$ cat src/source/rv_consts.svh
/*
  rv64 core constants
  machine widths, reset pc and instruction store depth
*/
`ifndef RV_CONSTS_SVH
`define RV_CONSTS_SVH

// register and pc width
`define XLEN 64

// register index, 32 registers
`define REG_IDX_W 5

// base instruction word
`define INST_W 32

// first fetch address after reset
`define RST_PC 64'h0

// instruction store words
// fetch index comes from pc bits 9:2
`define IMEM_DEPTH 256

`endif
$ cat src/source/reg_file.sv
/*
  integer register file
  two async reads, one clocked write, x0 reads as zero
*/
`timescale 1ns/100ps
`include "rv_consts.svh"

module reg_file (
  input  logic                  clk,
  input  logic                  arst_n,
  input  logic                  wen,
  input  logic [`REG_IDX_W-1:0] rd,
  input  logic [`REG_IDX_W-1:0] rs1,
  input  logic [`REG_IDX_W-1:0] rs2,
  input  logic [`XLEN-1:0]      wdata,
  output logic [`XLEN-1:0]      rdata_1,
  output logic [`XLEN-1:0]      rdata_2
);

  // entry 0 is kept but never written
  logic [`XLEN-1:0] regs [2**`REG_IDX_W];

  always_ff @(posedge clk or negedge arst_n) begin
    if (!arst_n) begin
      for (int i = 0; i < 2**`REG_IDX_W; i++) begin
        regs[i] <= '0;
      end
    end else if (wen && rd != '0) begin
      regs[rd] <= wdata;
    end
  end

  // read ports, x0 forced to zero
  assign rdata_1 = (rs1 == '0) ? '0 : regs[rs1];
  assign rdata_2 = (rs2 == '0) ? '0 : regs[rs2];

endmodule

$ cat config.mk
export PLATFORM = sky130hd
export DESIGN_NAME = reg_file
export DESIGN_NICKNAME = d
export VERILOG_FILES = /design/src/source/reg_file.sv
export VERILOG_INCLUDE_DIRS = /design/src /design/src/source
export SDC_FILE = /design/constraint.sdc
export NUM_CORES = 2
export LEC_CHECK = 0
export BUFFER_PORTS_ARGS = -buffer_cell sky130_fd_sc_hd__buf_2
export CELL_PAD_IN_SITES_DETAIL_PLACEMENT = 0
export CELL_PAD_IN_SITES_GLOBAL_PLACEMENT = 1
export CORE_UTILIZATION = 40
export DETAILED_ROUTE_END_ITERATION = 8
export GPL_TIMING_DRIVEN = 1
export PLACE_DENSITY = 0.62
export SYNTH_ARGS = -nofsm -noshare
export SYNTH_HDL_FRONTEND = slang
export SYNTH_SLANG_ARGS = --single-unit
$ cat constraint.sdc
create_clock -name clk -period 3.8 [get_ports clk]
set_clock_uncertainty 0.15 [all_clocks]
set_input_delay 0.76 -clock clk [delete_from_list [all_inputs] [get_ports clk]]
set_output_delay 0.76 -clock clk [all_outputs]
set_load 0.01 [all_outputs]
==> metrics <==
Final Cell Area=126000 µm²; Yosys cell types=48; fmax=0.264 GHz; Hold Crit Class=reg -> reg; most common cell after layout, fill and taps aside=dfrtp_1; clock sink total=2048; DR WL/cell=33.5 µm; final setup margin=0.00894 ns; DP Worst Slack=-0.377 ns; drt first pass iters=6; Initial DRC Count=4754; largest net degree at the start of global routing=122; routed vias/inst=6.16; sequential cell area fraction in the yosys report=47.3%; Area Overhead vs Synth=16.2%; top-area cell type share of the netlist area=47.3%; CP required=2.89 ns; Vert. Die Dim=523 µm; CTS clk-pin slew, worst paths=0.06 ns; RSZ-0062 raised after global routing=no; DIE WIDTH=523 µm; Post-DP Area=118000 µm²; Placed Cells=10500; Crit Path Class=in -> out; root buffer cell=clkbuf_16; period utilization=99.8%; R2R setup slack=2.76 ns; DP HPWL=223 mm; syn nets=7045; area leader, netlist=dfrtp_1; Largest regs=regs (2048); synth warn=0; crit start category=primary input; mapped cell area=108000 µm²; outcome=finished clean; post-route ant nets=0; Largest Register=regs; DR DRC count=0; Initial Utilization=40.3%; Async S/R FF share, synth=100%; CTS Buf Count=231; initial antenna violation count=37; max-slew violations=0; ys flop type=dfrtp_1; vias=67400; worst skew pair latency=0.87 ns; minimum clock period after layout=3.79 ns; endpoints failing hold=0; die area=273000 µm²; Buffers on Ports=209; CTS tree=built; row count=190; Cell Pwr Density=522 nW/µm²; final setup vio count=0; Syn Area/Cell=15.6 µm²; VDD IR-drop max=0.544 mV; total grt overflow=0; Max Cap Viol=0; H-Tree Depth=4; largest cells by area after synthesis=dfrtp_1 (47%), mux2_2 (21%), mux4_2 (20%); final WL=367 mm; max FFs per register=2048; Tot GR Track Use=27.1%; Core ar.=269000 µm²; non-filler cells, final=10900; Critical Path End Type=output pin; share of post-route cells with drive strength above 1=57.1%; slew margin rel.=39.2%; Ports=210; post-layout util=46.9%; final layout net count=7263; WP data arrival=2.88 ns; Post-synth EDFFs=0; Synth Instances=6963; number of global-route vias before repair=71700; placer congestion estimate=0.799; first-pass GRT wire length=534 mm; commonest non-fill, non-tap cells in the layout=dfrtp_1 (2048), mux2_2 (2008), mux4_2 (968); Clock Tree Buf Depth=3; Worst-Margin Slew=0.911 ns; Leak=55.1 nW; Final Power=65.8 mW; synthesized flop and latch total=2048; Worst Path Max Fanout=24
## worst paths after layout
| kind | from | endpoint | cells past startpoint |
|---|---|---|---|
| max | rs1[1] | rdata_1[53] | 7 |
| min | regs[2001] | regs[2001] | 0 |
| max reg2reg | regs[1304] | regs[1304] | 2 |
| min reg2reg | regs[2001] | regs[2001] | 0 |
| max in group asynchronous | arst_n | regs[1816] | 4 |
| min in group asynchronous | arst_n | regs[1097] | 2 |
## critical path, stage by stage
cell    delay, ns
buf_8        0.21
buf_12       0.22
buf_16       0.23
mux4_2       0.35
mux4_2       0.50
mux2_2       0.36
buf_2        0.17
## cells in the mapped netlist (all sizes together), types with 14 or more instances
cell type,instances
mux2,2022
a22oi,26
nand2,40
mux2i,520
nor3,21
nor2,31
nand2b,14
or2,74
a211oi,14
dfrtp,2048
o22ai,182
clkbuf,434
nor2b,39
mux4,968
buf,373
o22a,17
## repair_timing
action | CTS | global route
cloned | 1 | 1
hold endpoints to repair | 45 | 0
endpoints found under the setup margin | 23 | 35
setup buffers | 3 | 34
hold buffers | 1 | 0
pin swaps | 4 | 2
gates resized for setup | 32 | 19
## cells by family (layout without fill, tap and decap cells)
| logic type | Yosys count | after routing | share of synthesized area [%] |
|---|---|---|---|
| flops | 2048 | 2048 | 47.3 |
| buf+inv | 807 | 1221 | 3.28 |
| compound gates | 328 | 328 | 2.14 |
| mux | 3510 | 3510 | 45.9 |
| other cells | 0 | 14 | 0 |
| simple gates | 270 | 270 | 1.41 |
## power by group
group | leakage [nW] | internal, mW | switching (mW) | total, mW
Clock | 3.84 | 13.4 | 9.57 | 23.0
Combinational | 25.0 | 8.42 | 5.46 | 13.9
Sequential | 26.3 | 26.0 | 3.02 | 29.0
Total | 55.1 | 47.8 | 18.0 | 65.8
## metal layers
layer / vias to the layer above / wire length (µm) / GRT usage, %
met5: - / 115 / 0
met4: 18 / 11800 / 8.06
met3: 568 / 17800 / 4.22
met2: 1834 / 179000 / 44.6
met1: 37500 / 158000 / 36.9
li1: 27500 / - / -
## layout make-up
cell class | count | area, µm²
fillers | 23200 | 143000
multi-input cells | 4108 | 54100
flip-flops and latches | 2048 | 51200
repair buffers | 792 | 8460
clock buffers | 366 | 6970
well taps | 3552 | 4440
clock inverters | 63 | 803
diodes | 14 | 35.0
## through the flow
step	hold WS [ns]	TNS (ns)
global placement	0.210	-3.65
global route	0.240	0
floorplan	0.275	0
detailed placement	0.213	-2.40
finish	0.223	0
CTS	0.227	-0.00865
Note: power is estimated with default switching activity, not from simulation.
