`src/source/rv_consts.svh`:
```
/*
  rv64 core constants
  machine widths, reset pc and instruction store depth
*/
`ifndef RV_CONSTS_SVH
`define RV_CONSTS_SVH

// register and pc width
`define XLEN 64

// register index, 32 registers
`define REG_IDX_W 5

// base instruction word
`define INST_W 32

// first fetch address after reset
`define RST_PC 64'h0

// instruction store words
// fetch index comes from pc bits 9:2
`define IMEM_DEPTH 256

`endif
```
`src/source/rv_ctrl_pkg.sv`:
```
/*
  rv control package
  alu operations and halt causes
*/
package rv_ctrl_pkg;

  // alu function select
  typedef enum logic [1:0] {
    alu_add    = 2'd0,
    alu_sub    = 2'd1,
    alu_pass_b = 2'd2
  } alu_op_e;

  // why the core stopped
  typedef enum logic [1:0] {
    trap_none    = 2'd0,
    trap_ebreak  = 2'd1,
    trap_illegal = 2'd2
  } trap_e;

endpackage

```
`src/source/fetch_unit.sv`:
```
/*
  fetch unit
  pc register, next pc choice and the sticky halt state
*/
`timescale 1ns/100ps
`include "rv_consts.svh"

module fetch_unit (
  input  logic                  clk,
  input  logic                  arst_n,
  input  logic                  run,
  input  logic                  is_jal,
  input  logic [`XLEN-1:0]      imm,
  input  rv_ctrl_pkg::trap_e    trap,
  output logic [`XLEN-1:0]      pc,
  output logic [`XLEN-1:0]      link_pc,
  output logic                  advance,
  output logic                  halted,
  output rv_ctrl_pkg::trap_e    trap_cause
);

  logic [`XLEN-1:0] jal_target;
  logic             active;

  // sequential and jump successors
  assign link_pc    = pc + `XLEN'd4;
  assign jal_target = pc + imm;

  // running and not yet stopped
  assign active = run && !halted;

  // commit only a non trapping instruction
  assign advance = active && (trap == rv_ctrl_pkg::trap_none);

  always_ff @(posedge clk or negedge arst_n) begin
    if (!arst_n) begin
      pc         <= `RST_PC;
      halted     <= 1'b0;
      trap_cause <= rv_ctrl_pkg::trap_none;
    end else if (advance) begin
      pc <= is_jal ? jal_target : link_pc;
    end else if (active) begin
      // trapping word, pc freezes on it
      halted     <= 1'b1;
      trap_cause <= trap;
    end
  end

  a_pc_aligned: assert property (
    @(posedge clk) disable iff (!arst_n) pc[1:0] == 2'b00
  ) else $error("pc %h not word aligned", pc);

  // only reset may clear a halt
  a_halt_sticky: assert property (
    @(posedge clk) disable iff (!arst_n) halted |=> halted
  ) else $error("halted dropped without reset");

endmodule

```
`config.mk`:
```
export PLATFORM = sky130hd
export DESIGN_NAME = fetch_unit
export DESIGN_NICKNAME = d
export VERILOG_FILES = /design/src/source/rv_ctrl_pkg.sv /design/src/source/fetch_unit.sv
export VERILOG_INCLUDE_DIRS = /design/src /design/src/source
export SDC_FILE = /design/constraint.sdc
export NUM_CORES = 1
export LEC_CHECK = 0
export ABC_AREA = 1
export BUFFER_PORTS_ARGS = -buffer_cell sky130_fd_sc_hd__buf_2
export CAP_MARGIN = 25
export CORE_ASPECT_RATIO = 1.4
export CORE_MARGIN = 2
export CORE_UTILIZATION = 40
export DETAILED_ROUTE_END_ITERATION = 10
export HOLD_SLACK_MARGIN = 0.1
export PLACE_DENSITY = 0.72
export SETUP_SLACK_MARGIN = 0.02
export SLEW_MARGIN = 0
export SYNTH_ARGS = -nofsm -noshare
export SYNTH_HDL_FRONTEND = slang
export SYNTH_SLANG_ARGS = --single-unit
```
`constraint.sdc`:
```
create_clock -name clk -period 2.2 [get_ports clk]
set_input_delay 0.22 -clock clk [delete_from_list [all_inputs] [get_ports clk]]
set_output_delay 0.22 -clock clk [all_outputs]
set_load 0.05 [all_outputs]
```
==> results of run 1 <==
-- cell usage after synthesis --
master    instances
o22ai_1           1
buf_4             2
buf_1             1
inv_1           323
or2_2             9
xor2_1           37
a22o_1            1
buf_2             3
o21bai_1         18
ha_1             64
a22oi_1          51
nand3_1         113
clkbuf_1         14
nand3_2           1
clkinv_1          1
nor2_2            3
nand2_1         686
and2_1            5
o21ai_0          45
o211ai_1          2
dfrtp_1          67
nand3b_1         14
a21oi_1          84
xnor2_1          17
nor4_1            1
o221ai_1          5
nor3_1           46
nor2_1          175
nor3_2            5
nand4_1          17
fa_1              1
-- through the flow --
stage          cell area, sq um  util [%]  setup TNS [ns]  setup WS (ns)
2_1_floorplan             10490         -        -0.02426       -0.02426
3_3_place_gp              14760     60.25          -7.014        -0.3532
3_5_place_dp              14760     60.25          -7.313        -0.3263
4_1_cts                   17620     71.92          -6.945        -0.2204
-- logic make-up after synthesis --
logic type | count (synthesis) | synth area share [%]
AND/OR/NAND/NOR | 1075 | 44.46
buffers and inverters | 344 | 13.13
AO/OA/AOI/OAI | 207 | 12.47
flip-flops | 67 | 16.90
adder cells (fa/ha/maj) | 65 | 8.272
XOR/XNOR | 54 | 4.767
-- routing by layer --
layer / global-route usage (%) / overflow
met4: 70.86 / 1
met1: 60.62 / 0
met5: 4.960 / 0
met2: 86.95 / 2
met3: 37.08 / 0
-- repair_timing --
| item | 4_1_cts |
|---|---|
| setup buffers | 58 |
| hold buffers | 3 |
| resized for setup | 552 |
| setup endpoints to repair | 106 |
| endpoints found under the hold margin | 33 |
| pin swaps | 109 |
==> flow_summary.toml, run 1 <==
[placed_design]
place_hpwl_um = 46390
gp_congestion = 1.035
port_buffers = 201
numPlacedInstances = 2680

[status]
error = "[ERROR GRT-0232] Routing congestion too high. Check the congestion heatmap in the GUI."
stop_stage = "global routing (5_1_grt)"
status = "did not finish"

[sta]
endpoint_type = "output port"
worst_endpoint = "link_pc[60]"

[floorplan]
chipWidth_um = 137.1
start_util_pct = 40.49
ios = 202
die_h_um = 190.4
rows = 68

[clocking]
numCtsBuffers = 9
clockBufferDepth = 2
ctsHtreeMaxLevel = 3
cts.sinks = 67
cts-root-buf = "clkbuf_16"

[logic_synthesis]
ys_ff_latch = 67
avgSynthCellArea_sq_um = 5.476
ys_warn_count = 0
synth_cells = 1812
synth_fp_nets = 1947
synth_top_area_share_pct = 25.95
yosys.area.top_type = "nand2_1"
syn-cell-area_sq_mm = 0.009922
ys_types = 31
ys_seq_area_share_pct = 16.90
synth.area.top_cells = "nand2_1 26%, dfrtp_1 17%, inv_1 12%"

[global_route]
grtUsageTotal_pct = 63.21
gr-total-overflow = 3
grt_max_degree = 37
==> run 2: changes to the inputs <==
--- a/config.mk
+++ b/config.mk
@@ -9,13 +9,10 @@
 export ABC_AREA = 1
 export BUFFER_PORTS_ARGS = -buffer_cell sky130_fd_sc_hd__buf_2
 export CAP_MARGIN = 25
-export CORE_ASPECT_RATIO = 1.4
 export CORE_MARGIN = 2
-export CORE_UTILIZATION = 40
+export CORE_UTILIZATION = 25
 export DETAILED_ROUTE_END_ITERATION = 10
-export HOLD_SLACK_MARGIN = 0.1
-export PLACE_DENSITY = 0.72
-export SETUP_SLACK_MARGIN = 0.02
+export PLACE_DENSITY_LB_ADDON = 0.15
 export SLEW_MARGIN = 0
 export SYNTH_ARGS = -nofsm -noshare
 export SYNTH_HDL_FRONTEND = slang
==> run 2 against run 1 <==
Effect of this change:
- the flow now finishes, with violations (negative setup slack)
- synthesized area stayed put
- synthesized cell count did not move
==> flow_summary.toml, run 2 <==
[cells_and_area]
drive_above_1_share_pct = 62.60
antennaDiodeCount = 0
largest_reg_flops = 64
regMostFlops = "pc"
final_common_cell = "nand2_1"
fill_cells = 3650
area_growth_pct = 117.3
final_cell_mix = "386 x nand2_1, 360 x buf_4, 253 x inv_1"
finalNetCount = 2633
largestRegisters = "pc x64, trap_cause x2, halted x1"
fin_util_pct = 55.41

[min_path]
worstHoldPathType = "primary input to flip-flop"
hold_start = "trap[1]"

[logic_synthesis]
syn-cell-area_sq_mm = 0.009922
ys_seq_area_share_pct = 16.90
synth_most_common_cell = "nand2_1"
synth_commonest_cells = "686 x nand2_1, 323 x inv_1, 175 x nor2_1"
ys_warn_count = 0
ys_ff_latch = 67
async_flop_share_pct = 100.0
synth_edf_count = 0
yosys.area.top_type = "nand2_1"
synth.area.top_cells = "nand2_1 26%, dfrtp_1 17%, inv_1 12%"
ys_types = 31
synth_cells = 1812
synthFlopType = "dfrtp_1"
synth_fp_nets = 1947
synth_top_area_share_pct = 25.95
avgSynthCellArea_sq_um = 5.476

[clocking]
cts_tree = "yes"
clk_transition_reported_paths_ns = 0.07
clockBufferDepth = 2
cts-root-buf = "clkbuf_16"
numCtsBuffers = 9
clock_latency_ns = 0.38
ctsHtreeMaxLevel = 3
cts.sinks = 67

[critical_path]
crit_chain = "buf_4 -> buf_6 -> nand2_4 -> nor2_4 -> nand2_4 -> nor2_4 -> buf_6 -> buf_6 -> xor2_4 -> inv_2 -> buf_6 -> buf_8"
path_common_cell = "buf_6"
endpoint_kind = "output port"
slowest_delay_ns = 0.44
cp.arrival_ns = 2.25
setup.worst_path.start_class = "flip-flop"
reg2reg_from = "pc[29]"
required_ns = 1.98
crit_start = "pc[17]"
path_class = "flip-flop to output port"
slowest_stage = "dfrtp_2"
path_max_fanout = 3

[status]
status = "complete, but fails checks"
failed_checks = "negative setup slack"

[global_route]
grt_max_degree = 59
grt_pass1_vias = 14220
grt_pass1_wl_um = 86880
grtUsageTotal_pct = 28.46
antenna_found_initial = 0
gr-total-overflow = 0

[sta]
tightest_slew_ns = 0.5890
timing.final.ws_setup_ns = -0.2673
drv_slew = 0
setup_violations = 86
fmax_ghz = 0.4053
fin_crit_ns = 2.467
tns_ns = -10.45
rsz0062_at_grt = "true"
min_period_over_period_pct = 112.2
slew_headroom_pct = 60.73
finalHoldViolCount = 0
finClkSkew_ns = 0.01854

[flow_run]
drv_cap = 0

[floorplan]
die_h_um = 203.2
start_util_pct = 25.50
ios = 202
die-area_sq_mm = 0.04130
chipWidth_um = 203.2
core_sq_mm = 0.03892
rows = 72

[route]
detail-route-antenna-nets = 0
wirelength_um = 61780
wl_per_cell_um = 20.45
firstDrtPassIters = 5
viasPerCell = 4.914
drt_iter0_markers = 989
vias = 14840
drc = 0

[placed_design]
place_hpwl_um = 48320
dp_slack_ns = -0.3531
port_buffers = 201
gp_congestion = 1.008

[pwr]
total_power_uw = 4019
power_density_mw_per_mm2 = 186.4
leakage_uw = 0.01127
ir_drop_uv = 330.5
==> run 2: cell counts after synthesis <==
No cell type changed its count.
==> run 2: where the power goes <==
group / switching (uW) / total, uW / internal [uW]
clock network: 710 / 1820 / 1110
registers: 0 / 1230 / 1230
logic: 552 / 971 / 419
total: 1260 / 4020 / 2760
==> run 2: path summary, 6_finish.rpt <==
| path | cells past startpoint | to | slack (ns) |
|---|---|---|---|
| max in group asynchronous | 3 | pc[21] | 1.16 |
| min in group asynchronous | 2 | pc[30] | 0.36 |
| max | 12 | link_pc[18] | -0.27 |
| min | 3 | trap_cause[1] | 0.1 |
| min reg2reg | 2 | halted | 0.50 |
| max reg2reg | 16 | pc[52] | -0.23 |
==> run 2: what timing repair did <==
item                                    4_1_cts  5_1_grt
endpoints found under the setup margin      106      105
hold endpoints to repair                     24        0
hold buffers                                  1        0
resized for setup                           622      736
buffers inserted                             80       86
pin swaps                                   125      300
==> run 2: worst max-delay path: cells and delay by family, from the launching register on <==
family        cells  cell delay [ns]
xor+xnor          1             0.17
buf+inv           7             0.78
flops             1             0.44
simple gates      4             0.48
==> run 2: cells by family (layout without fill, tap and decap cells) <==
kind of cell | Yosys count | in the layout | synth area share (%)
AND/OR/NAND/NOR | 1075 | 1075 | 44.46
buffers and inverters | 344 | 1035 | 13.13
AO/OA/AOI/OAI | 207 | 207 | 12.47
flip-flops | 67 | 67 | 16.90
adder cells (fa/ha/maj) | 65 | 65 | 8.272
XOR/XNOR | 54 | 54 | 4.767
==> run 2: area by class of cell <==
class	instances	area, sq um	area share [%]
Multi-Input combinational cell	1401	11820	54.82
Sequential cell	67	1743	8.083
Clock buffer	9	225.2	1.044
Timing Repair Buffer	695	5754	26.69
Tap cell	518	648.1	3.006
Clock inverter	7	116.4	0.5396
Inverter	324	1256	5.826
==> run 2: per-layer routing <==
metal | part of all wire [%] | up-vias | GRT usage, %
met3 | 5.7 | 88 | 2.812
met4 | 2.9 | 0 | 7.821
met5 | 0 | - | 0
met1 | 44 | 7171 | 39.59
met2 | 47 | 531 | 46.79
li1 | - | 7054 | -
==> run 2: through the flow <==
stage / instances / cell area, sq um / hold WS, ns
6_report: 3021 / 21560 / 0.09509
5_1_grt: 3021 / 21560 / 0.1059
4_1_cts: 2946 / 18140 / 0.08618
3_5_place_dp: 2853 / 14800 / 0.2373
3_3_place_gp: 2853 / 14800 / 0.2328
2_1_floorplan: 1812 / 10460 / -0.07559
No activity file was read; power rests on OpenSTA's default activity.
