[src/source/rv_consts.svh]
/*
  rv64 core constants
  machine widths, reset pc and instruction store depth
*/
`ifndef RV_CONSTS_SVH
`define RV_CONSTS_SVH

// register and pc width
`define XLEN 64

// register index, 32 registers
`define REG_IDX_W 5

// base instruction word
`define INST_W 32

// first fetch address after reset
`define RST_PC 64'h0

// instruction store words
// fetch index comes from pc bits 9:2
`define IMEM_DEPTH 256

`endif
[src/source/rv_ctrl_pkg.sv]
/*
  rv control package
  alu operations and halt causes
*/
package rv_ctrl_pkg;

  // alu function select
  typedef enum logic [1:0] {
    alu_add    = 2'd0,
    alu_sub    = 2'd1,
    alu_pass_b = 2'd2
  } alu_op_e;

  // why the core stopped
  typedef enum logic [1:0] {
    trap_none    = 2'd0,
    trap_ebreak  = 2'd1,
    trap_illegal = 2'd2
  } trap_e;

endpackage

[src/source/exec_unit.sv]
/*
  execute unit
  operand muxes and the add, sub, pass alu
*/
`timescale 1ns/100ps
`include "rv_consts.svh"

module exec_unit (
  input  logic [`XLEN-1:0]     rdata_1,
  input  logic [`XLEN-1:0]     rdata_2,
  input  logic [`XLEN-1:0]     imm,
  input  logic [`XLEN-1:0]     pc,
  input  logic [`XLEN-1:0]     link_pc,
  input  logic                 use_imm,
  input  logic                 use_pc,
  input  logic                 is_jal,
  input  rv_ctrl_pkg::alu_op_e alu_op,
  output logic [`XLEN-1:0]     result
);

  logic [`XLEN-1:0] op_a;
  logic [`XLEN-1:0] op_b;

  // pc as first operand for auipc and jal
  assign op_a = use_pc ? pc : rdata_1;

  // jal passes pc+4 through as the link value
  assign op_b = is_jal  ? link_pc :
                use_imm ? imm     : rdata_2;

  always_comb begin
    case (alu_op)
      rv_ctrl_pkg::alu_add:    result = op_a + op_b;
      rv_ctrl_pkg::alu_sub:    result = op_a - op_b;
      rv_ctrl_pkg::alu_pass_b: result = op_b;
      default:                 result = op_a + op_b;
    endcase
  end

endmodule

[config.mk]
export PLATFORM = sky130hd
export DESIGN_NAME = exec_unit
export DESIGN_NICKNAME = d
export VERILOG_FILES = /design/src/source/rv_ctrl_pkg.sv /design/src/source/exec_unit.sv
export VERILOG_INCLUDE_DIRS = /design/src /design/src/source
export SDC_FILE = /design/constraint.sdc
export NUM_CORES = 1
export LEC_CHECK = 0
export ABC_AREA = 1
export BUFFER_PORTS_ARGS = -buffer_cell sky130_fd_sc_hd__clkbuf_2
export CORE_ASPECT_RATIO = 0.6
export CORE_MARGIN = 3
export CORE_UTILIZATION = 35
export DETAILED_ROUTE_END_ITERATION = 10
export REMOVE_ABC_BUFFERS = 1
export SYNTH_ARGS = -nofsm -noshare
export SYNTH_HDL_FRONTEND = slang
export SYNTH_SLANG_ARGS = --single-unit
export TNS_END_PERCENT = 50
[constraint.sdc]
create_clock -name vclk -period 3.5
set_clock_uncertainty 0.1 [all_clocks]
set_input_delay 0.175 -clock vclk [all_inputs]
set_output_delay 0.175 -clock vclk [all_outputs]
set_load 0.03 [all_outputs]
==> reports/results.ini, run 1 <==
[outcome]
run_status = complete, but fails checks
failed_checks = negative setup slack

[routing]
route.met3.wl_um = 9780
drc = 0
totalWireLength_um = 69600
viasPerCell = 5.55
wl_met1_um = 28100
firstDrtPassIters = 8
drtIter0Drc = 2284
met2WireLength_um = 28300
dr.max_layer_used = met4
vias = 17962
ant_nets = 0
wl_per_cell_um = 21.5

[die]
coreArea_um2 = 28100
initial_utilization_pct = 36.2
design.portCount = 389
die_h_um = 138
die_w_um = 226
rows = 47
die_area_um2 = 31200

[global_route]
grt_overflow = 0
grt_pass1_wl_um = 92600
antenna_found_initial = 0
grt_start_max_net_pins = 51
grt_use_total_pct = 39.2
grt_pass1_vias = 15988

[yosys]
ys_warn_count = 0
synthTopCellsByCount = nand2_1 (622), nor2_1 (234), inv_1 (193)
syn_inst = 1969
synth_top_area_share_pct = 23.0
ys_types = 51
yosysMostFrequentCell = nand2_1
synth-seq-area-share_pct = 0
avgSynthCellArea_um2 = 5.16
yosysTopAreaCell = nand2_1
synth.area.top_cells = nand2_1 (23%), nand3_1 (9.5%), nor2_1 (8.6%)
synth_area_um2 = 10200

[timing]
finalSetupViolations = 57
max_freq_ghz = 0.231
hold_violations = 0
hold_ws_ns = 0.740
tightest_slew_ns = 0.625
fin_ws_ns = -0.823
fin_tns_setup_ns = -35.90
min_period_ns = 4.32
fin_crit_sh_pct = 124
slew_viol_final = 0
relSlewSlack_pct = 58.2
rsz0062_at_grt = yes

[final_layout]
seq_area_um2 = 0
clock_buffers = 0
area_growth_syn_to_layout_pct = 107
num_antenna_cells = 0
drive_above_1_share_pct = 63.2
fin_util_pct = 75.1
nNetsFinal = 3261
seq_cell_count = 0
final_area_um2 = 21100

[placement]
dpl-instance-area_um2 = 15800
portBuffers = 389
gp_congestion = 1.09
dp_hpwl_um = 52900

[clock_tree]
cts_hold_buf = 0

[pwr]
power.total_w = 0.00645
power_density_nw_per_um2 = 306
leakage_nw = 10.1
peakVddDrop_mv = 0.138

[setup_path]
critPathRequiredTime_ns = 3.22
critPathArrivalTime_ns = 4.05
worstSetupStartpointType = primary input
crit_type = in -> out
crit_fanout = 14
slowest_stage = ha_4
max_stage_delay_ns = 0.33
critPathMostFrequentCell = nand2_1
critPathCaptureType = output pin

[worst_hold_path]
hp-class = in -> out

[run]
max-cap-violations = 0

==> routing by layer <==
| metal | up-vias | GRT usage, % |
|---|---|---|
| li1 | 8209 | - |
| met1 | 8276 | 54.3 |
| met2 | 1205 | 57.9 |
| met3 | 272 | 13.9 |
| met4 | 0 | 9.41 |
| met5 | - | 0 |
==> cell usage in the layout, fill, tap and decap left out, types with 22 or more instances in the layout <==
cell type,Yosys,routed
nand2_1,622,433
nor2_1,234,86
nor2_2,19,104
o21ai_1,11,39
a21oi_1,103,32
nand3_2,0,48
nand4_1,22,22
buf_6,17,46
mux2_2,63,63
o21ai_0,120,43
xor2_1,37,24
nand3_1,192,136
nand2_4,4,50
ha_4,0,50
inv_2,5,45
a21oi_4,0,24
buf_4,2,518
or2_2,31,26
a21oi_2,2,49
nand2_2,36,178
or2_1,32,32
inv_1,193,148
nor2_4,3,66
clkbuf_2,0,330
o21ai_2,6,40
==> through the flow <==
step                      setup slack (ns)  std cells
after global routing                -0.884       3236
after detailed placement             -1.34       3122
after floorplan                      -1.61       1913
after CTS                           -0.596       3200
final                               -0.823       3236
after global placement               -1.36       3122
==> cells by family (layout without fill, tap and decap cells) <==
logic type / count (synthesis) / in the layout / synth area share, %
XOR/XNOR: 55 / 55 / 4.74
multiplexers: 64 / 64 / 7.08
adder cells (fa/ha/maj): 65 / 65 / 8.08
AO/OA/AOI/OAI: 283 / 283 / 15.2
AND/OR/NAND/NOR: 1246 / 1246 / 54.0
buffers and inverters: 256 / 1156 / 10.9
==> repair_timing <==
item / in CTS / in global routing
setup endpoints to repair: 57 / 58
cloned: 8 / 3
pin swaps: 156 / 217
setup buffers: 73 / 34
gates resized for setup: 640 / 504
==> where the power goes <==
| group | switching (W) | internal, W | leakage (nW) | total [W] |
|---|---|---|---|---|
| Clock | 0 | 0 | 0 | 0 |
| Combinational | 0.00367 | 0.00279 | 10.1 | 0.00645 |
| Sequential | 0 | 0 | 0 | 0 |
| Total | 0.00367 | 0.00279 | 10.1 | 0.00645 |
==> cell type report <==
class	instances	area, um2
fill	2185	6990
inverter	200	787
multi-input combinational	1713	12800
tap	367	459
timing repair buffer	955	7060
timing repair inverter	1	8.76
==> final timing paths <==
| kind | start | end | slack [ns] | cells after the start |
|---|---|---|---|---|
| worst max-delay path | use_imm | result[49] | -0.82 | 27 |
| worst min-delay path | link_pc[53] | result[53] | 0.74 | 5 |
==> critical path: cells and delay by family <==
| kind | cells | cell delay [ns] |
|---|---|---|
| AO/OA/AOI/OAI | 3 | 0.65 |
| adder cells (fa/ha/maj) | 1 | 0.33 |
| AND/OR/NAND/NOR | 14 | 1.63 |
| XOR/XNOR | 1 | 0.10 |
| buffers and inverters | 8 | 1.12 |
Power figures use the tool's default switching activity.
==> run 2, diff against run 1 <==
--- a/config.mk
+++ b/config.mk
@@ -12,7 +12,6 @@
 export CORE_MARGIN = 3
 export CORE_UTILIZATION = 35
 export DETAILED_ROUTE_END_ITERATION = 10
-export REMOVE_ABC_BUFFERS = 1
 export SYNTH_ARGS = -nofsm -noshare
 export SYNTH_HDL_FRONTEND = slang
 export SYNTH_SLANG_ARGS = --single-unit
==> run 2 against run 1 <==
Net effect: the run still ends with negative setup slack left; global-route usage shrank 0.96 points; sequential share of layout area is the same; maximum frequency is essentially flat; critical path depth grew 1; critical endpoint is now result[40]; largest cell class unchanged; highest routed layer is now met5.
==> reports/results.ini, run 2 (synthesis results as in run 1) <==
[pwr]
p_sw_share_pct = 57.8  ; +0.99 points
leakage_nw = 9.55  ; -5.4%
peakVddDrop_mv = 0.223  ; +62%
power_density_nw_per_um2 = 307  ; +0.17%
internal-power_w = 0.00258  ; -7.3%
seqPwrFrac_pct = 0  ; unchanged
combPwrFrac_pct = 100.0  ; about the same
switching_power_w = 0.00354  ; -3.5%
p_clk_share_pct = 0  ; unchanged

[setup_path]
crit_type = in -> out
crit_fanout = 7  ; -7
slowest_stage = ha_1
critPathCaptureType = output pin
critPathMostFrequentCell = buf_4
cp_top_family = simple AND/OR/NAND/NOR gates
critPathArrivalTime_ns = 4.05  ; about the same
crit_path_start = is_jal
path_buf_inv = 9  ; +1
max_stage_delay_ns = 0.34  ; about the same
worstSetupStartpointType = primary input
critPathRequiredTime_ns = 3.22  ; about the same

[outcome]
failed_checks = negative setup slack
run_status = complete, but fails checks

[final_layout]
multi_input_area_um2 = 12200  ; -4.1%
seq_cell_count = 0  ; unchanged
area_growth_syn_to_layout_pct = 96.4
seq_area_um2 = 0  ; unchanged
nNetsFinal = 3202  ; -1.8%
nFillCells = 2342  ; +7.2%
num_antenna_cells = 0  ; unchanged
final_area_um2 = 20000  ; -5.3%
clock_buffers = 0  ; unchanged
final_common_cell = buf_4
fin_util_pct = 71.1  ; -4.0 points
drive_above_1_share_pct = 59.7  ; -3.5 points
layout_common_cells = buf_4 (482), nand2_1 (464), clkbuf_2 (331), nand2_2 (157), inv_1 (154)

[timing]
hold_violations = 0  ; unchanged
relSlewSlack_pct = 58.5  ; +0.31 points
tightest_slew_ns = 0.616  ; -0.00895 ns
rsz0062_at_grt = yes
min_period_ns = 4.32  ; +0.00110 ns
finalSetupViolations = 56  ; -1.8%
fin_ws_ns = -0.825  ; -0.00110 ns
fin_crit_sh_pct = 124  ; about the same
max_freq_ghz = 0.231  ; about the same
slew_viol_final = 0  ; unchanged

[die]
die_h_um = 138  ; unchanged
rows = 47  ; unchanged
coreArea_um2 = 28100  ; unchanged
die_area_um2 = 31200  ; unchanged
design.portCount = 389  ; unchanged
die_w_um = 226  ; unchanged
initial_utilization_pct = 36.2  ; unchanged

[routing]
firstDrtPassIters = 7  ; -1
totalWireLength_um = 67500  ; -3.0%
vias = 17471  ; -2.7%
drc = 0  ; unchanged
ant_nets = 0  ; unchanged
wl_per_cell_um = 21.3  ; -1.2%
drtIter0Drc = 1995  ; -13%
viasPerCell = 5.50  ; -0.93%

[global_route]
grt_overflow = 0  ; unchanged
antenna_found_initial = 1  ; +1
grt_start_max_net_pins = 103  ; +100%
grt_pass1_wl_um = 90300  ; -2.5%
grt_pass1_vias = 15556  ; -2.7%
grt_use_total_pct = 38.3  ; -0.96 points

[placement]
dpl-instance-area_um2 = 15700  ; -0.40%
dp_hpwl_um = 54700  ; +3.3%
portBuffers = 389  ; unchanged
gp_congestion = 1.10  ; +0.99%

[yosys]
synth_fp_nets = 2359

[worst_hold_path]
hp-start = link_pc[61]
hp-class = in -> out

[run]
max-cap-violations = 0  ; unchanged

==> run 2: cell types whose count changed in the layout (fill, tap and decap cells not counted), sizes merged <==
cell	previous run	this run
bufbuf	1	0
buf	600	534
clkinv	3	2
clkbuf	354	363
==> run 2: repair_timing <==
action	CTS	global route
setup buffers	15	49
gates resized for setup	422	558
setup endpoints to repair	57	59
hold buffers	0	0
pin swaps	76	188
cloned	1	7
==> run 2: layout make-up <==
class,count,area share [%]
Multi-Input combinational cell,1713,61.3
Tap cell,367,2.30
Inverter,200,3.85
Timing Repair Buffer,897,32.5
==> run 2: path summary, 6_finish.rpt <==
check	endpoint	slack, ns	depth (start not counted)
worst max-delay path	result[40]	-0.82	28
worst min-delay path	result[61]	0.74	5
==> run 2: tightest hold or removal path: stages <==
cell and delay, ns:
clkbuf_2 0.08, or2_1 0.11, nand3_1 0.09, nand2_2 0.07, clkbuf_8 0.15
==> run 2: layer usage <==
layer  vias up  wire (um)  track usage (%)
li1       8105          -                -
met1      8090      28500             55.2
met3       168       7990             8.50
met5         -          7                0
met2      1106      28600             57.7
met4         2       2430             8.95
==> run 2: metrics by stage <==
stage	power (W)	setup TNS [ns]	hold slack, ns	std cells	setup slack [ns]
floorplan	0.00229	-0.00619	0.562	1969	-0.00619
global placement	0.00443	-47.43	0.770	3107	-1.24
detailed placement	0.00445	-49.95	0.777	3107	-1.34
CTS	0.00511	-30.26	0.735	3123	-0.713
global route	0.00638	-40.12	0.776	3177	-0.949
finish	0.00613	-32.75	0.736	3177	-0.825
==> run 2: power by group through the flow <==
stage	sequential [W]	clock (W)	combinational [W]
2_1_floorplan	0	0	0.00229
4_1_cts	0	0	0.00511
3_3_place_gp	0	0	0.00443
6_report	0	0	0.00612
5_1_grt	0	0	0.00638
3_5_place_dp	0	0	0.00445
==> run 3, diff against run 2 <==
--- a/config.mk
+++ b/config.mk
@@ -7,7 +7,7 @@
 export NUM_CORES = 1
 export LEC_CHECK = 0
 export ABC_AREA = 1
-export BUFFER_PORTS_ARGS = -buffer_cell sky130_fd_sc_hd__clkbuf_2
+export BUFFER_PORTS_ARGS = -buffer_cell sky130_fd_sc_hd__buf_2
 export CORE_ASPECT_RATIO = 0.6
 export CORE_MARGIN = 3
 export CORE_UTILIZATION = 35
==> run 3 against run 2 <==
Net effect: the flow still finishes with violations (negative setup slack); sequential share of layout area unchanged; first-iteration DRC count down 7.4%; die area is the same; global-route usage rose by 0.55 points; final area up 2.1%; final cell count down 0.13%; critical path depth fell by 1; via count rose by 0.34%; critical path type unchanged; critical endpoint is now result[28]; highest routed layer unchanged.
==> reports/results.ini, run 3 (synthesis results as in run 1) <==
[final_layout]
final_common_cell = buf_4
final_area_um2 = 20400  ; +2.1%
nNetsFinal = 3198  ; -0.12%
num_antenna_cells = 0  ; unchanged
area_growth_syn_to_layout_pct = 100
layout_common_cells = buf_4 (482), nand2_1 (435), buf_2 (334), nand2_2 (174), inv_1 (138)
drive_above_1_share_pct = 62.2  ; +2.5 points
clock_buffers = 0  ; unchanged
seq_area_um2 = 0  ; unchanged
seq_cell_count = 0  ; unchanged

[setup_path]
cp_top_family = simple AND/OR/NAND/NOR gates
max_stage_delay_ns = 0.29  ; -0.05 ns
critPathRequiredTime_ns = 3.22  ; about the same
crit_type = in -> out
path_depth = 27  ; -3.6%
path_buf_inv = 9  ; unchanged
slowest_stage = ha_4
critPathCapture = result[28]
critPathArrivalTime_ns = 3.94  ; -0.11 ns
critPathCaptureType = output pin
worstSetupStartpointType = primary input
crit_fanout = 8  ; +1
crit_path_start = is_jal

[placement]
dp_hpwl_um = 54000  ; -1.2%
dpl-instance-area_um2 = 15700  ; about the same
gp_congestion = 1.07  ; -2.8%
portBuffers = 389  ; unchanged

[routing]
wl_per_cell_um = 21.5  ; +1.2%
vias = 17530  ; +0.34%
firstDrtPassIters = 6  ; -1
viasPerCell = 5.52  ; +0.46%
ant_nets = 0  ; unchanged
drtIter0Drc = 1847  ; -7.4%
drc = 0  ; unchanged
totalWireLength_um = 68300  ; +1.1%

[timing]
rsz0062_at_grt = yes
tightest_slew_ns = 0.630  ; +0.0138 ns
fin_crit_sh_pct = 120  ; -3.2 points
hold_violations = 0  ; unchanged
finalSetupViolations = 57  ; +1.8%
max_freq_ghz = 0.237  ; +2.7%
fin_ws_ns = -0.711  ; +0.114 ns
slew_viol_final = 0  ; unchanged
min_period_ns = 4.21  ; -0.114 ns
hold_ws_ns = 0.725  ; -0.0110 ns
relSlewSlack_pct = 57.6  ; -0.93 points

[yosys]
synth_fp_nets = 2359  ; unchanged

[die]
design.portCount = 389  ; unchanged
die_w_um = 226  ; unchanged
die_h_um = 138  ; unchanged
coreArea_um2 = 28100  ; unchanged
initial_utilization_pct = 36.2  ; unchanged
die_area_um2 = 31200  ; unchanged
rows = 47  ; unchanged

[global_route]
grt_pass1_vias = 16047  ; +3.2%
gr-usage-met3_pct = 9.46  ; +0.95 points
grt_start_max_net_pins = 103  ; unchanged
grt_overflow = 0  ; unchanged
grt.busiest_layer = met2
grt_pass1_wl_um = 91700  ; +1.6%
use_met1_pct = 54.1  ; -1.1 points
grt_use_total_pct = 38.8  ; +0.55 points
antenna_found_initial = 1  ; unchanged
use_met2_pct = 60.1  ; +2.4 points

[worst_hold_path]
hp-class = in -> out

[outcome]
failed_checks = negative setup slack
run_status = complete, but fails checks

[pwr]
peakVddDrop_mv = 0.205  ; -8.0%
leakage_nw = 9.67  ; +1.3%
power_density_nw_per_um2 = 305  ; -0.61%

[run]
max-cap-violations = 0  ; unchanged

-- run 3: how the worst min path moves through the flow --
stage / startpoint / to / slack (ns) / cells after the start
2_1_floorplan: rdata_2[61] / result[61] / 0.56 / 4
3_3_place_gp: link_pc[61] / result[61] / 0.77 / 5
3_5_place_dp: link_pc[61] / result[61] / 0.76 / 5
4_1_cts: link_pc[61] / result[61] / 0.71 / 5
5_1_grt: link_pc[61] / result[61] / 0.75 / 5
6_report: link_pc[61] / result[61] / 0.73 / 5
-- run 3: layout make-up --
cell class / count / area (um2)
multi-input cells: 1713 / 12700
fillers: 2292 / 7690
repair buffers: 893 / 6440
well taps: 367 / 459
inverters: 200 / 778
-- run 3: through the flow --
stage                     worst slack, ns  TNS [ns]  util [%]  power [W]  cells
after floorplan                  -0.00619  -0.00619         -    0.00229   1969
after detailed placement            -1.11    -45.60      55.9    0.00443   3104
final                              -0.711    -28.58      72.6    0.00621   3173
after CTS                          -0.560    -24.84      64.6    0.00525   3138
after global routing               -0.816    -35.40      72.6    0.00647   3173
after global placement              -1.16    -45.49      55.9    0.00441   3104
-- run 3: repair_timing --
action | 4_1_cts | 5_1_grt
hold endpoints to repair | 0 | 0
endpoints found under the setup margin | 57 | 59
pin swaps | 158 | 209
gates cloned | 1 | 8
buffers inserted | 34 | 30
gates resized for setup | 590 | 473
hold buffers | 0 | 0
-- run 3: power by group --
group	switching [W]	internal, W
sequential	0	0
combinational	0.00362	0.00260
clock	0	0
-- run 3: worst min-delay path: cells and delay by family --
kind,cells,cell delay (ns)
buffers and inverters,2,0.20
and+or+nand+nor,3,0.27
-- run 3: routing by layer --
metal  up-vias  share of wire, %
li1       8094                 -
met3       181                12
met4         2               4.2
met5         -             0.010
met2      1176                42
met1      8077                42
