===== config.mk =====
export PLATFORM = sky130hd
export DESIGN_NAME = inst_decoder
export DESIGN_NICKNAME = d
export VERILOG_FILES = /design/src/source/rv_ctrl_pkg.sv /design/src/source/rv_isa_pkg.sv /design/src/source/inst_decoder.sv
export VERILOG_INCLUDE_DIRS = /design/src /design/src/source
export SDC_FILE = /design/constraint.sdc
export NUM_CORES = 1
export LEC_CHECK = 0
export ABC_AREA = 1
export BUFFER_PORTS_ARGS = -buffer_cell sky130_fd_sc_hd__buf_2
export CAP_MARGIN = 25
export CELL_PAD_IN_SITES_DETAIL_PLACEMENT = 0
export CELL_PAD_IN_SITES_GLOBAL_PLACEMENT = 2
export CORE_UTILIZATION = 13
export DETAILED_ROUTE_END_ITERATION = 8
export GPL_ROUTABILITY_DRIVEN = 1
export PLACE_DENSITY = 0.84
export SLEW_MARGIN = 15
export SYNTH_ARGS = -nofsm -noshare
export SYNTH_HDL_FRONTEND = slang
export SYNTH_SLANG_ARGS = --single-unit

===== constraint.sdc =====
create_clock -name vclk -period 2.72
set_input_delay 0.408 -clock vclk [all_inputs]
set_output_delay 0.408 -clock vclk [all_outputs]
set_load 0.02 [all_outputs]

===== src/source/rv_consts.svh =====
/*
  rv64 core constants
  machine widths, reset pc and instruction store depth
*/
`ifndef RV_CONSTS_SVH
`define RV_CONSTS_SVH

// register and pc width
`define XLEN 64

// register index, 32 registers
`define REG_IDX_W 5

// base instruction word
`define INST_W 32

// first fetch address after reset
`define RST_PC 64'h0

// instruction store words
// fetch index comes from pc bits 9:2
`define IMEM_DEPTH 256

`endif

===== src/source/rv_ctrl_pkg.sv =====
/*
  rv control package
  alu operations and halt causes
*/
package rv_ctrl_pkg;

  // alu function select
  typedef enum logic [1:0] {
    alu_add    = 2'd0,
    alu_sub    = 2'd1,
    alu_pass_b = 2'd2
  } alu_op_e;

  // why the core stopped
  typedef enum logic [1:0] {
    trap_none    = 2'd0,
    trap_ebreak  = 2'd1,
    trap_illegal = 2'd2
  } trap_e;

endpackage


===== src/source/rv_isa_pkg.sv =====
/*
  rv isa package
  major opcodes and the instruction word views
*/
package rv_isa_pkg;

  // major opcodes of the supported subset
  typedef enum logic [6:0] {
    op_imm = 7'b0010011,
    op     = 7'b0110011,
    lui    = 7'b0110111,
    auipc  = 7'b0010111,
    jal    = 7'b1101111,
    system = 7'b1110011
  } opcode_e;

  // one 32 bit word, four ways of reading it
  typedef union packed {
    struct packed {
      logic [6:0] funct7;
      logic [4:0] rs2;
      logic [4:0] rs1;
      logic [2:0] funct3;
      logic [4:0] rd;
      opcode_e    opcode;
    } r_fmt;
    struct packed {
      logic [11:0] imm12;
      logic [4:0]  rs1;
      logic [2:0]  funct3;
      logic [4:0]  rd;
      opcode_e     opcode;
    } i_fmt;
    struct packed {
      logic [19:0] imm20;
      logic [4:0]  rd;
      opcode_e     opcode;
    } u_fmt;
    // imm20 holds imm[20|10:1|11|19:12] from msb down
    struct packed {
      logic [19:0] imm20;
      logic [4:0]  rd;
      opcode_e     opcode;
    } j_fmt;
  } inst_u;

endpackage


===== src/source/inst_decoder.sv =====
/*
  instruction decoder
  register indices, immediate and control levels, ebreak and illegal detection
*/
`timescale 1ns/100ps
`include "rv_consts.svh"

module inst_decoder (
  input  logic [`INST_W-1:0]    inst,
  output logic [`REG_IDX_W-1:0] rs1,
  output logic [`REG_IDX_W-1:0] rs2,
  output logic [`REG_IDX_W-1:0] rd,
  output logic [`XLEN-1:0]      imm,
  output logic                  use_imm,
  output logic                  use_pc,
  output logic                  reg_wen,
  output logic                  is_jal,
  output rv_ctrl_pkg::alu_op_e  alu_op,
  output rv_ctrl_pkg::trap_e    trap
);

  rv_isa_pkg::inst_u inst_w;
  logic [`XLEN-1:0]  imm_i;
  logic [`XLEN-1:0]  imm_u;
  logic [`XLEN-1:0]  imm_j;
  // instruction has a destination, before the x0 check
  logic              writes_rd;

  assign inst_w = inst;

  // register fields sit in the same place in every format
  assign rs1 = inst_w.r_fmt.rs1;
  assign rs2 = inst_w.r_fmt.rs2;
  assign rd  = inst_w.r_fmt.rd;

  // sign extended immediates
  assign imm_i = {{(`XLEN-12){inst_w.i_fmt.imm12[11]}}, inst_w.i_fmt.imm12};
  assign imm_u = {{(`XLEN-32){inst_w.u_fmt.imm20[19]}}, inst_w.u_fmt.imm20, 12'b0};
  // unscramble j bits back into imm[20:1]
  assign imm_j = {{(`XLEN-20){inst_w.j_fmt.imm20[19]}},
                  inst_w.j_fmt.imm20[7:0],
                  inst_w.j_fmt.imm20[8],
                  inst_w.j_fmt.imm20[18:9],
                  1'b0};

  always_comb begin
    imm       = '0;
    use_imm   = 1'b0;
    use_pc    = 1'b0;
    is_jal    = 1'b0;
    writes_rd = 1'b0;
    alu_op    = rv_ctrl_pkg::alu_add;
    trap      = rv_ctrl_pkg::trap_none;
    case (inst_w.r_fmt.opcode)
      rv_isa_pkg::op_imm: begin
        // addi only
        if (inst_w.i_fmt.funct3 == 3'b000) begin
          imm       = imm_i;
          use_imm   = 1'b1;
          writes_rd = 1'b1;
        end else begin
          trap = rv_ctrl_pkg::trap_illegal;
        end
      end
      rv_isa_pkg::op: begin
        if (inst_w.r_fmt.funct3 == 3'b000 && inst_w.r_fmt.funct7 == 7'b0000000) begin
          writes_rd = 1'b1;
        end else if (inst_w.r_fmt.funct3 == 3'b000 &&
                     inst_w.r_fmt.funct7 == 7'b0100000) begin
          alu_op    = rv_ctrl_pkg::alu_sub;
          writes_rd = 1'b1;
        end else begin
          trap = rv_ctrl_pkg::trap_illegal;
        end
      end
      rv_isa_pkg::lui: begin
        imm       = imm_u;
        use_imm   = 1'b1;
        alu_op    = rv_ctrl_pkg::alu_pass_b;
        writes_rd = 1'b1;
      end
      rv_isa_pkg::auipc: begin
        // pc + upper immediate
        imm       = imm_u;
        use_imm   = 1'b1;
        use_pc    = 1'b1;
        writes_rd = 1'b1;
      end
      rv_isa_pkg::jal: begin
        // link value passes through the alu, target goes to fetch
        imm       = imm_j;
        use_pc    = 1'b1;
        is_jal    = 1'b1;
        alu_op    = rv_ctrl_pkg::alu_pass_b;
        writes_rd = 1'b1;
      end
      rv_isa_pkg::system: begin
        // ebreak matched on the full word
        if (inst == 32'h0010_0073) begin
          trap = rv_ctrl_pkg::trap_ebreak;
        end else begin
          trap = rv_ctrl_pkg::trap_illegal;
        end
      end
      default: begin
        trap = rv_ctrl_pkg::trap_illegal;
      end
    endcase
  end

  // x0 is never a real write
  assign reg_wen = writes_rd && (rd != '0);

  // a trapping word must not reach the register file
  always_comb begin
    a_no_wen_on_trap: assert (!(reg_wen && trap != rv_ctrl_pkg::trap_none))
      else $error("register write decoded on trapping instruction %h", inst);
  end

endmodule


==> results of run 1 <==
==> cell usage after synthesis <==
cell and count:
a21oi_1 2, buf_2 1, buf_4 47, buf_6 3
inv_1 39, nand2_1 42, nand2_2 2, nand2_4 1
nand3_1 5, nand3_2 1, nand3b_1 1, nand4_1 3
nor2_1 34, nor2_2 4, nor2_4 1, nor3_1 3
nor3_4 1, nor4_1 1, o21ai_0 13, o21ai_1 9
o21ai_2 1, o22ai_1 1
==> worst max-delay path: cells and delay by family <==
| kind | cells | cell delay [ns] |
|---|---|---|
| simple gates | 2 | 0.16 |
| compound gates | 2 | 0.77 |
| buf+inv | 3 | 0.55 |
==> cell type report <==
| type | instances | area, sq um | share of cell area [%] |
|---|---|---|---|
| Inverter | 39 | 146 | 9.95 |
| Tap cell | 105 | 131 | 8.93 |
| Timing Repair Buffer | 121 | 611 | 41.5 |
| Multi-Input combinational cell | 125 | 583 | 39.6 |
==> metrics by stage <==
stage	instances	area [sq um]	setup WS [ns]	util (%)	hold WS, ns
3_3_place_gp	390	1470	0.424	17.8	1.05
2_1_floorplan	215	1120	0.110	-	0.929
4_1_cts	390	1470	0.408	17.8	1.05
5_1_grt	390	1470	0.262	17.8	1.06
3_5_place_dp	390	1470	0.410	17.8	1.05
6_report	390	1470	0.414	17.8	1.05
==> metal layers <==
metal	vias to the layer above	routed length, um	global-route usage, %
met2	65	1860	15.8
li1	744	-	-
met4	0	0	0
met5	-	0	0
met1	573	1570	8.72
met3	0	320	1.05
==> how the worst max path moves through the flow <==
stage                     startpoint       to  slack, ns  depth (start not counted)
after floorplan              inst[1]  imm[32]       0.11                          7
after global placement       inst[1]  imm[37]       0.42                          9
after detailed placement     inst[1]  imm[60]       0.41                          9
after CTS                    inst[1]  imm[60]       0.41                          9
after global routing         inst[2]  imm[54]       0.26                         10
final                        inst[5]  imm[39]       0.41                          7
==> cell families after synthesis <==
kind of cell / Yosys count / synth area share (%)
buffers and inverters: 90 / 48.2
AOI/OAI and AO/OA: 26 / 12.1
and+or+nand+nor: 99 / 39.8
==> power groups by stage <==
stage	combinational [mW]	sequential, mW	clock (mW)
3_3_place_gp	0.127	0	0
3_5_place_dp	0.128	0	0
2_1_floorplan	0.0883	0	0
6_report	0.126	0	0
4_1_cts	0.129	0	0
5_1_grt	0.143	0	0
==> cell usage in the layout, fill, tap and decap left out <==
cell type and n:
a21oi_1 1, nand2_4 1, a21oi_2 1, o21ai_0 13, nand4_1 3, nor4_1 1, nand3_1 5, nor3_4 1
nand2_1 42, nor2_4 1, nor2_2 4, o21ai_2 1, o21ai_1 9, nand3_2 1, nand3b_1 1, nor3_1 3
buf_2 119, o22ai_1 1, nor2_1 34, buf_4 2, nand2_2 2, inv_1 39
==> flow_metrics.env, run 1 <==
export IMPL_status="finished, final reports clean"
export IMPL_clkbuf_count=0
export IMPL_setup_viol=0
export IMPL_via_per_inst=3.54
export IMPL_drtIter0Drc=17
export IMPL_diodes=0
export IMPL_power_uw=126
export IMPL_slew_headroom_pct=44.2
export IMPL_irDropWorstVdd_uv=28.2
export IMPL_syn_nets=247
export IMPL_fin_crit_ns=2.31
export IMPL_slowest_stage="o21ai_1"
export IMPL_grt_pass1_vias=1214
export IMPL_synth_top_area_share_pct=31.6
export IMPL_yosys_area_top_type="buf_4"
export IMPL_portBuffers=119
export IMPL_clock_fmax_mhz=434
export IMPL_final_seq_area_sq_um=0
export IMPL_seqPwrFrac_pct=0
export IMPL_remaining_drc_errors=0
export IMPL_drv_slew=0
export IMPL_p_sw_share_pct=65.6
export IMPL_syn_cell_area_sq_mm=0.00112
export IMPL_grt_max_degree=34
export IMPL_ys_types=22
export IMPL_clkPwrFrac_pct=0
export IMPL_p_switching_uw=82.9
export IMPL_p_leak_nw=0.996
export IMPL_grt_ovfl_total=0
export IMPL_yosys_warnings=0
export IMPL_avgSynthCellArea_sq_um=5.20
export IMPL_cp_end_kind="output port"
export IMPL_slowest_delay_ns=0.66
export IMPL_fin_crit_sh_pct=84.8
export IMPL_worstPathMaxFanout=33
export IMPL_hold_end="rd[2]"
export IMPL_tightest_slew_ns=0.832
export IMPL_cap_violations=0
export IMPL_fillers=993
export IMPL_combPwrFrac_pct=100.0
export IMPL_num_vias=1382
export IMPL_power_density_mw_per_mm2=85.9
export IMPL_required_ns=2.31
export IMPL_dpl_hpwl_mm=3.36
export IMPL_cts_hold_buf=0
export IMPL_wl_per_cell_um=9.62
export IMPL_intPower_uw=43.4
export IMPL_finalNetCount=319
export IMPL_die_area_sq_mm=0.00897
export IMPL_core_area_sq_mm=0.00826
export IMPL_cp_start_kind="input pin"
export IMPL_path_class="input pin to output port"
export IMPL_area_growth_pct=31.7
export IMPL_rows=33
export IMPL_first_pass_iters=4
export IMPL_nFlopsAndLatches=0
export IMPL_worstPathCellList="buf_2 -> nand2_1 -> nor2_2 -> o21ai_1 -> a21oi_2 -> buf_4 -> buf_2"
export IMPL_totalWireLength_mm=3.75
export IMPL_crit_top_cell="buf_2"
export IMPL_gp_congestion=0.781
export IMPL_grt_setup_unrepaired="false"
export IMPL_hold_violations=0
export IMPL_drive_gt1_share_pct=46.7
export IMPL_die_height_um=94.7
export IMPL_grtUsageTotal_pct=7.69
export IMPL_grt_pass1_wl_mm=5.44
export IMPL_netlist_top_cells_area="buf_4 32%, nand2_1 14%, inv_1 13%"
export IMPL_synth_cells=215
export IMPL_antenna_found_initial=0
export IMPL_tns_ns=0
export IMPL_yosysSeqAreaShare_pct=0
export IMPL_initial_utilization_pct=13.5
export IMPL_worst_ep_arrival_time_ns=1.90
export IMPL_min_path_type="input pin to output port"
export IMPL_io_pin_count=119
export IMPL_cts_resized=0
export IMPL_post_cts_buffers=0
export IMPL_die_w_um=94.7
export IMPL_whs_path_depth=2
export IMPL_hold_start="inst[9]"
export IMPL_antenna_left=0
Power figures use the tool's default switching activity.
==> run 2, diff against run 1 <==
--- a/config.mk
+++ b/config.mk
@@ -11,10 +11,10 @@
 export CAP_MARGIN = 25
 export CELL_PAD_IN_SITES_DETAIL_PLACEMENT = 0
 export CELL_PAD_IN_SITES_GLOBAL_PLACEMENT = 2
-export CORE_UTILIZATION = 13
+export CORE_UTILIZATION = 15
 export DETAILED_ROUTE_END_ITERATION = 8
 export GPL_ROUTABILITY_DRIVEN = 1
-export PLACE_DENSITY = 0.84
+export PLACE_DENSITY = 0.91
 export SLEW_MARGIN = 15
 export SYNTH_ARGS = -nofsm -noshare
 export SYNTH_HDL_FRONTEND = slang
==> constraint.sdc (replaced) <==
create_clock -name vclk -period 2.3
set_input_delay 0.345 -clock vclk [all_inputs]
set_output_delay 0.345 -clock vclk [all_outputs]
set_load 0.02 [all_outputs]
==> run 2 against run 1 <==
  * Critical path depth increased by 2
  * Power increased by 19%
  * First-iteration DRC count increased to 3.8 times the previous value
  * Cell count decreased by 1.0%
  * Wire length decreased by 3.0%
  * Design area increased by 1.9%
  * Non-clock buffer count increased by 2
  * Global-route usage increased by 0.71 points
  * Die area decreased by 13%
  * Clock-buffer cell count unchanged
  * Sequential cell count unchanged
  * Highest routed layer unchanged
==> flow_metrics.env, run 2 (synthesis results as in run 1) <==
export IMPL_path_depth=9
export IMPL_power_uw=151
export IMPL_grt_pass1_wl_mm=5.29
export IMPL_grt_setup_unrepaired="false"
export IMPL_p_switching_uw=98.2
export IMPL_portBuffers=119
export IMPL_tns_ns=0
export IMPL_pre_cts_slack_ns=0.160
export IMPL_drtIter0Drc=64
export IMPL_status="finished, final reports clean"
export IMPL_gp_congestion=0.748
export IMPL_core_area_sq_mm=0.00721
export IMPL_die_area_sq_mm=0.00780
export IMPL_grt_ovfl_total=0
export IMPL_clkPwrFrac_pct=0
export IMPL_timing_critical_path_buf_inv=4
export IMPL_cts_hold_buf=0
export IMPL_postPlaceCellArea_sq_mm=0.00150
export IMPL_wl_per_cell_um=9.42
export IMPL_fin_crit_ns=2.09
export IMPL_critPathTopFamily="simple AND/OR/NAND/NOR gates"
export IMPL_num_vias=1441
export IMPL_finalNetCount=321
export IMPL_power_density_mw_per_mm2=101
export IMPL_combPwrFrac_pct=100.0
export IMPL_remaining_drc_errors=0
export IMPL_post_cts_buffers=0
export IMPL_whs_path_depth=2
export IMPL_cp_start_kind="input pin"
export IMPL_rows=31
export IMPL_initial_utilization_pct=15.5
export IMPL_die_w_um=88.3
export IMPL_p_sw_share_pct=65.0
export IMPL_final_cell_mix="119 x buf_2, 42 x nand2_1, 39 x inv_1, 34 x nor2_1, 13 x o21ai_0"
export IMPL_nFlopsAndLatches=0
export IMPL_seqPwrFrac_pct=0
export IMPL_totalWireLength_mm=3.64
export IMPL_intPower_uw=52.7
export IMPL_clkbuf_count=0
export IMPL_hold_violations=0
export IMPL_area_growth_pct=34.2
export IMPL_drv_slew=0
export IMPL_slowest_stage="nor2_2"
export IMPL_io_pin_count=119
export IMPL_cts_resized=0
export IMPL_irDropWorstVdd_uv=37.3
export IMPL_cp_end_kind="output port"
export IMPL_worst_ep_arrival_time_ns=1.75
export IMPL_clock_fmax_mhz=478
export IMPL_path_class="input pin to output port"
export IMPL_fin_crit_sh_pct=90.9
export IMPL_diodes=0
export IMPL_grt_pass1_vias=1181
export IMPL_final_seq_area_sq_um=0
export IMPL_slowest_delay_ns=0.45
export IMPL_via_per_inst=3.73
export IMPL_drive_gt1_share_pct=47.0
export IMPL_antenna_found_initial=0
export IMPL_first_pass_iters=4
export IMPL_final_common_cell="buf_2"
export IMPL_die_height_um=88.3
export IMPL_grt_max_degree=34
export IMPL_worstPathCellList="buf_2 -> nand2_1 -> nor2_1 -> nand2_1 -> inv_1 -> nor2_2 -> a21oi_4 -> buf_12 -> buf_2"
export IMPL_worstPathMaxFanout=33
export IMPL_setup_viol=0
export IMPL_grtUsageTotal_pct=8.40
export IMPL_worst_slack_ns=0.209
export IMPL_antenna_left=0
export IMPL_p_leak_nw=1.01
export IMPL_dpl_hpwl_mm=3.16
export IMPL_final_area_sq_mm=0.00150
export IMPL_required_ns=1.96
export IMPL_min_path_type="input pin to output port"
export IMPL_cap_violations=0
export IMPL_tightest_slew_ns=0.526
export IMPL_slew_headroom_pct=64.9
## run 2: cell types whose count changed in the layout (fill, tap and decap cells not counted)
| cell | before | now |
|---|---|---|
| a21oi_2 | 1 | 0 |
| a21oi_4 | 0 | 1 |
| buf_12 | 0 | 1 |
| buf_4 | 2 | 3 |
## run 2: final cells by class
type	count	area (sq um)
Multi-Input combinational cell	125	591
Timing Repair Buffer	123	638
Tap cell	99	124
Inverter	39	146
Fill cell	873	5720
## run 2: per-layer routing
layer / track usage, % / wire, um
met3: 0.466 / 287
met5: 0 / 0
met1: 10.9 / 1580
met4: 0 / 0
met2: 16.1 / 1770
## run 2: stage by stage
| step | hold WS [ns] | cells | utilization (%) |
|---|---|---|---|
| floorplan | 0.803 | 215 | - |
| global placement | 0.924 | 386 | 20.8 |
| detailed placement | 0.922 | 386 | 20.8 |
| CTS | 0.922 | 386 | 20.8 |
| global route | 0.923 | 386 | 20.8 |
| finish | 0.921 | 386 | 20.8 |
## run 2: final timing paths
path | from | to
setup / recovery | inst[1] | imm[41]
hold / removal | inst[9] | rd[2]
## run 2: power groups by stage
stage,combinational (mW),sequential [mW],clock [mW]
floorplan,0.105,0,0
global placement,0.151,0,0
detailed placement,0.152,0,0
CTS,0.153,0,0
global route,0.170,0,0
finish,0.151,0,0
==> run 3, diff against run 2 <==
--- a/config.mk
+++ b/config.mk
@@ -9,12 +9,10 @@
 export ABC_AREA = 1
 export BUFFER_PORTS_ARGS = -buffer_cell sky130_fd_sc_hd__buf_2
 export CAP_MARGIN = 25
-export CELL_PAD_IN_SITES_DETAIL_PLACEMENT = 0
-export CELL_PAD_IN_SITES_GLOBAL_PLACEMENT = 2
-export CORE_UTILIZATION = 15
+export CORE_UTILIZATION = 37
 export DETAILED_ROUTE_END_ITERATION = 8
 export GPL_ROUTABILITY_DRIVEN = 1
-export PLACE_DENSITY = 0.91
+export PLACE_DENSITY = 0.9
 export SLEW_MARGIN = 15
 export SYNTH_ARGS = -nofsm -noshare
 export SYNTH_HDL_FRONTEND = slang
==> run 3 against run 2 <==
  * Combinational power decreased by 3%
  * Clock-buffer cell count unchanged
  * Sequential cell count unchanged
  * Wire length decreased by 21%
  * Highest routed layer is now met4
  * Sequential share of layout area unchanged
  * Core utilization increased by 29 points
  * Cell count decreased by 18%
  * Largest cell class unchanged
  * Die area decreased by 58%
  * Global-route usage increased by 8.5 points
  * Critical endpoint is now imm[39]
  * Critical path depth decreased by 2
  * Largest power group unchanged
  * Worst hold slack improved by 0.0025 ns
  * Non-clock buffer count decreased by 2
  * The run now ends with DRC left
==> flow_metrics.env, run 3 (synthesis results as in run 1) <==
export IMPL_totalWireLength_mm=2.88
export IMPL_diodes=0
export IMPL_io_pin_count=119
export IMPL_cts_resized=0
export IMPL_worstPathMaxFanout=33
export IMPL_grtUsageTotal_pct=16.9
export IMPL_nFlopsAndLatches=0
export IMPL_grt_pass1_wl_mm=4.64
export IMPL_core_area_sq_mm=0.00281
export IMPL_fin_crit_ns=2.10
export IMPL_final_util_pct=49.9
export IMPL_final_seq_area_sq_um=0
export IMPL_worst_slack_ns=0.202
export IMPL_path_depth=7
export IMPL_area_growth_pct=25.2
export IMPL_via_per_inst=4.53
export IMPL_clock_fmax_mhz=477
export IMPL_fillers=307
export IMPL_die_area_sq_mm=0.00324
export IMPL_min_path_type="input pin to output port"
export IMPL_num_vias=1432
export IMPL_slew_headroom_pct=46.1
export IMPL_slowest_stage="o21ai_1"
export IMPL_timing_critical_path_buf_inv=3
export IMPL_path_class="input pin to output port"
export IMPL_fin_crit_sh_pct=91.2
export IMPL_finalNetCount=319
export IMPL_final_common_cell="buf_2"
export IMPL_initial_utilization_pct=39.8
export IMPL_setup_viol=0
export IMPL_cap_violations=0
export IMPL_grt_ovfl_total=0
export IMPL_drtIter0Drc=62
export IMPL_die_height_um=57.0
export IMPL_whs_path_depth=2
export IMPL_final_cell_mix="119 x buf_2, 42 x nand2_1, 39 x inv_1, 34 x nor2_1, 13 x o21ai_0"
export IMPL_irDropWorstVdd_uv=65.3
export IMPL_antenna_left=0
export IMPL_rows=19
export IMPL_die_w_um=57.0
export IMPL_remaining_drc_errors=16
export IMPL_grt_pass1_vias=1155
export IMPL_status="finished, violations left"
export IMPL_tns_ns=0
export IMPL_slowest_delay_ns=0.64
export IMPL_cp_start_kind="input pin"
export IMPL_cts_hold_buf=0
export IMPL_pre_cts_slack_ns=0.204
export IMPL_violations="DRC"
export IMPL_p_leak_nw=0.999
export IMPL_grt_setup_unrepaired="false"
export IMPL_gp_congestion=0.834
export IMPL_required_ns=1.96
export IMPL_multi_input_area_sq_um=591
export IMPL_cp_end_kind="output port"
export IMPL_tightest_slew_ns=0.803
export IMPL_dpl_hpwl_mm=2.49
export IMPL_critPathTopFamily="compound AO/OA/AOI/OAI gates"
export IMPL_worstPathCellList="buf_2 -> nand2_1 -> nor2_2 -> o21ai_1 -> a21oi_4 -> buf_12 -> buf_2"
export IMPL_first_pass_iters=7
export IMPL_wl_per_cell_um=9.10
export IMPL_antenna_found_initial=0
export IMPL_worst_ep_arrival_time_ns=1.75
export IMPL_clkbuf_count=0
export IMPL_drive_gt1_share_pct=46.7
export IMPL_post_cts_buffers=0
export IMPL_hold_violations=0
export IMPL_power_density_mw_per_mm2=105
export IMPL_drv_slew=0
export IMPL_grt_max_degree=34
export IMPL_crit_top_cell="buf_2"
export IMPL_portBuffers=119
run 3: changes by cell type in the layout (fill, tap and decap cells not counted), sizes merged:
cell / before / now
buf: 123 / 121
run 3: final cells by class:
type	instances	share of cell area, %
inverters	39	10.5
multi-input cells	125	42.2
well taps	31	2.77
repair buffers	121	44.5
run 3: path summary, 6_finish.rpt:
kind | from | to | slack, ns
worst max-delay path | inst[5] | imm[39] | 0.20
worst min-delay path | inst[10] | rd[3] | 0.92
run 3: power breakdown:
part,switching (mW),leakage [nW],internal [mW],total (mW)
logic,0.0951,0.999,0.0520,0.147
registers,0,0,0,0
clock network,0,0,0,0
total,0.0951,0.999,0.0520,0.147
run 3: per-stage QoR:
step                      std cells  power, mW  hold WS, ns  instance area, sq um
after detailed placement        316      0.147        0.926                  1400
after floorplan                 215      0.105        0.803                  1130
after global routing            316      0.163        0.929                  1400
after CTS                       316      0.148        0.927                  1400
final                           316      0.147        0.924                  1400
after global placement          316      0.145        0.922                  1400
run 3: routing by layer:
metal	track usage (%)	wire (um)	up-vias
li1	-	-	749
met3	0.680	258	2
met5	0	0	-
met2	32.9	1430	82
met1	21.2	1170	599
met4	1.74	14	0
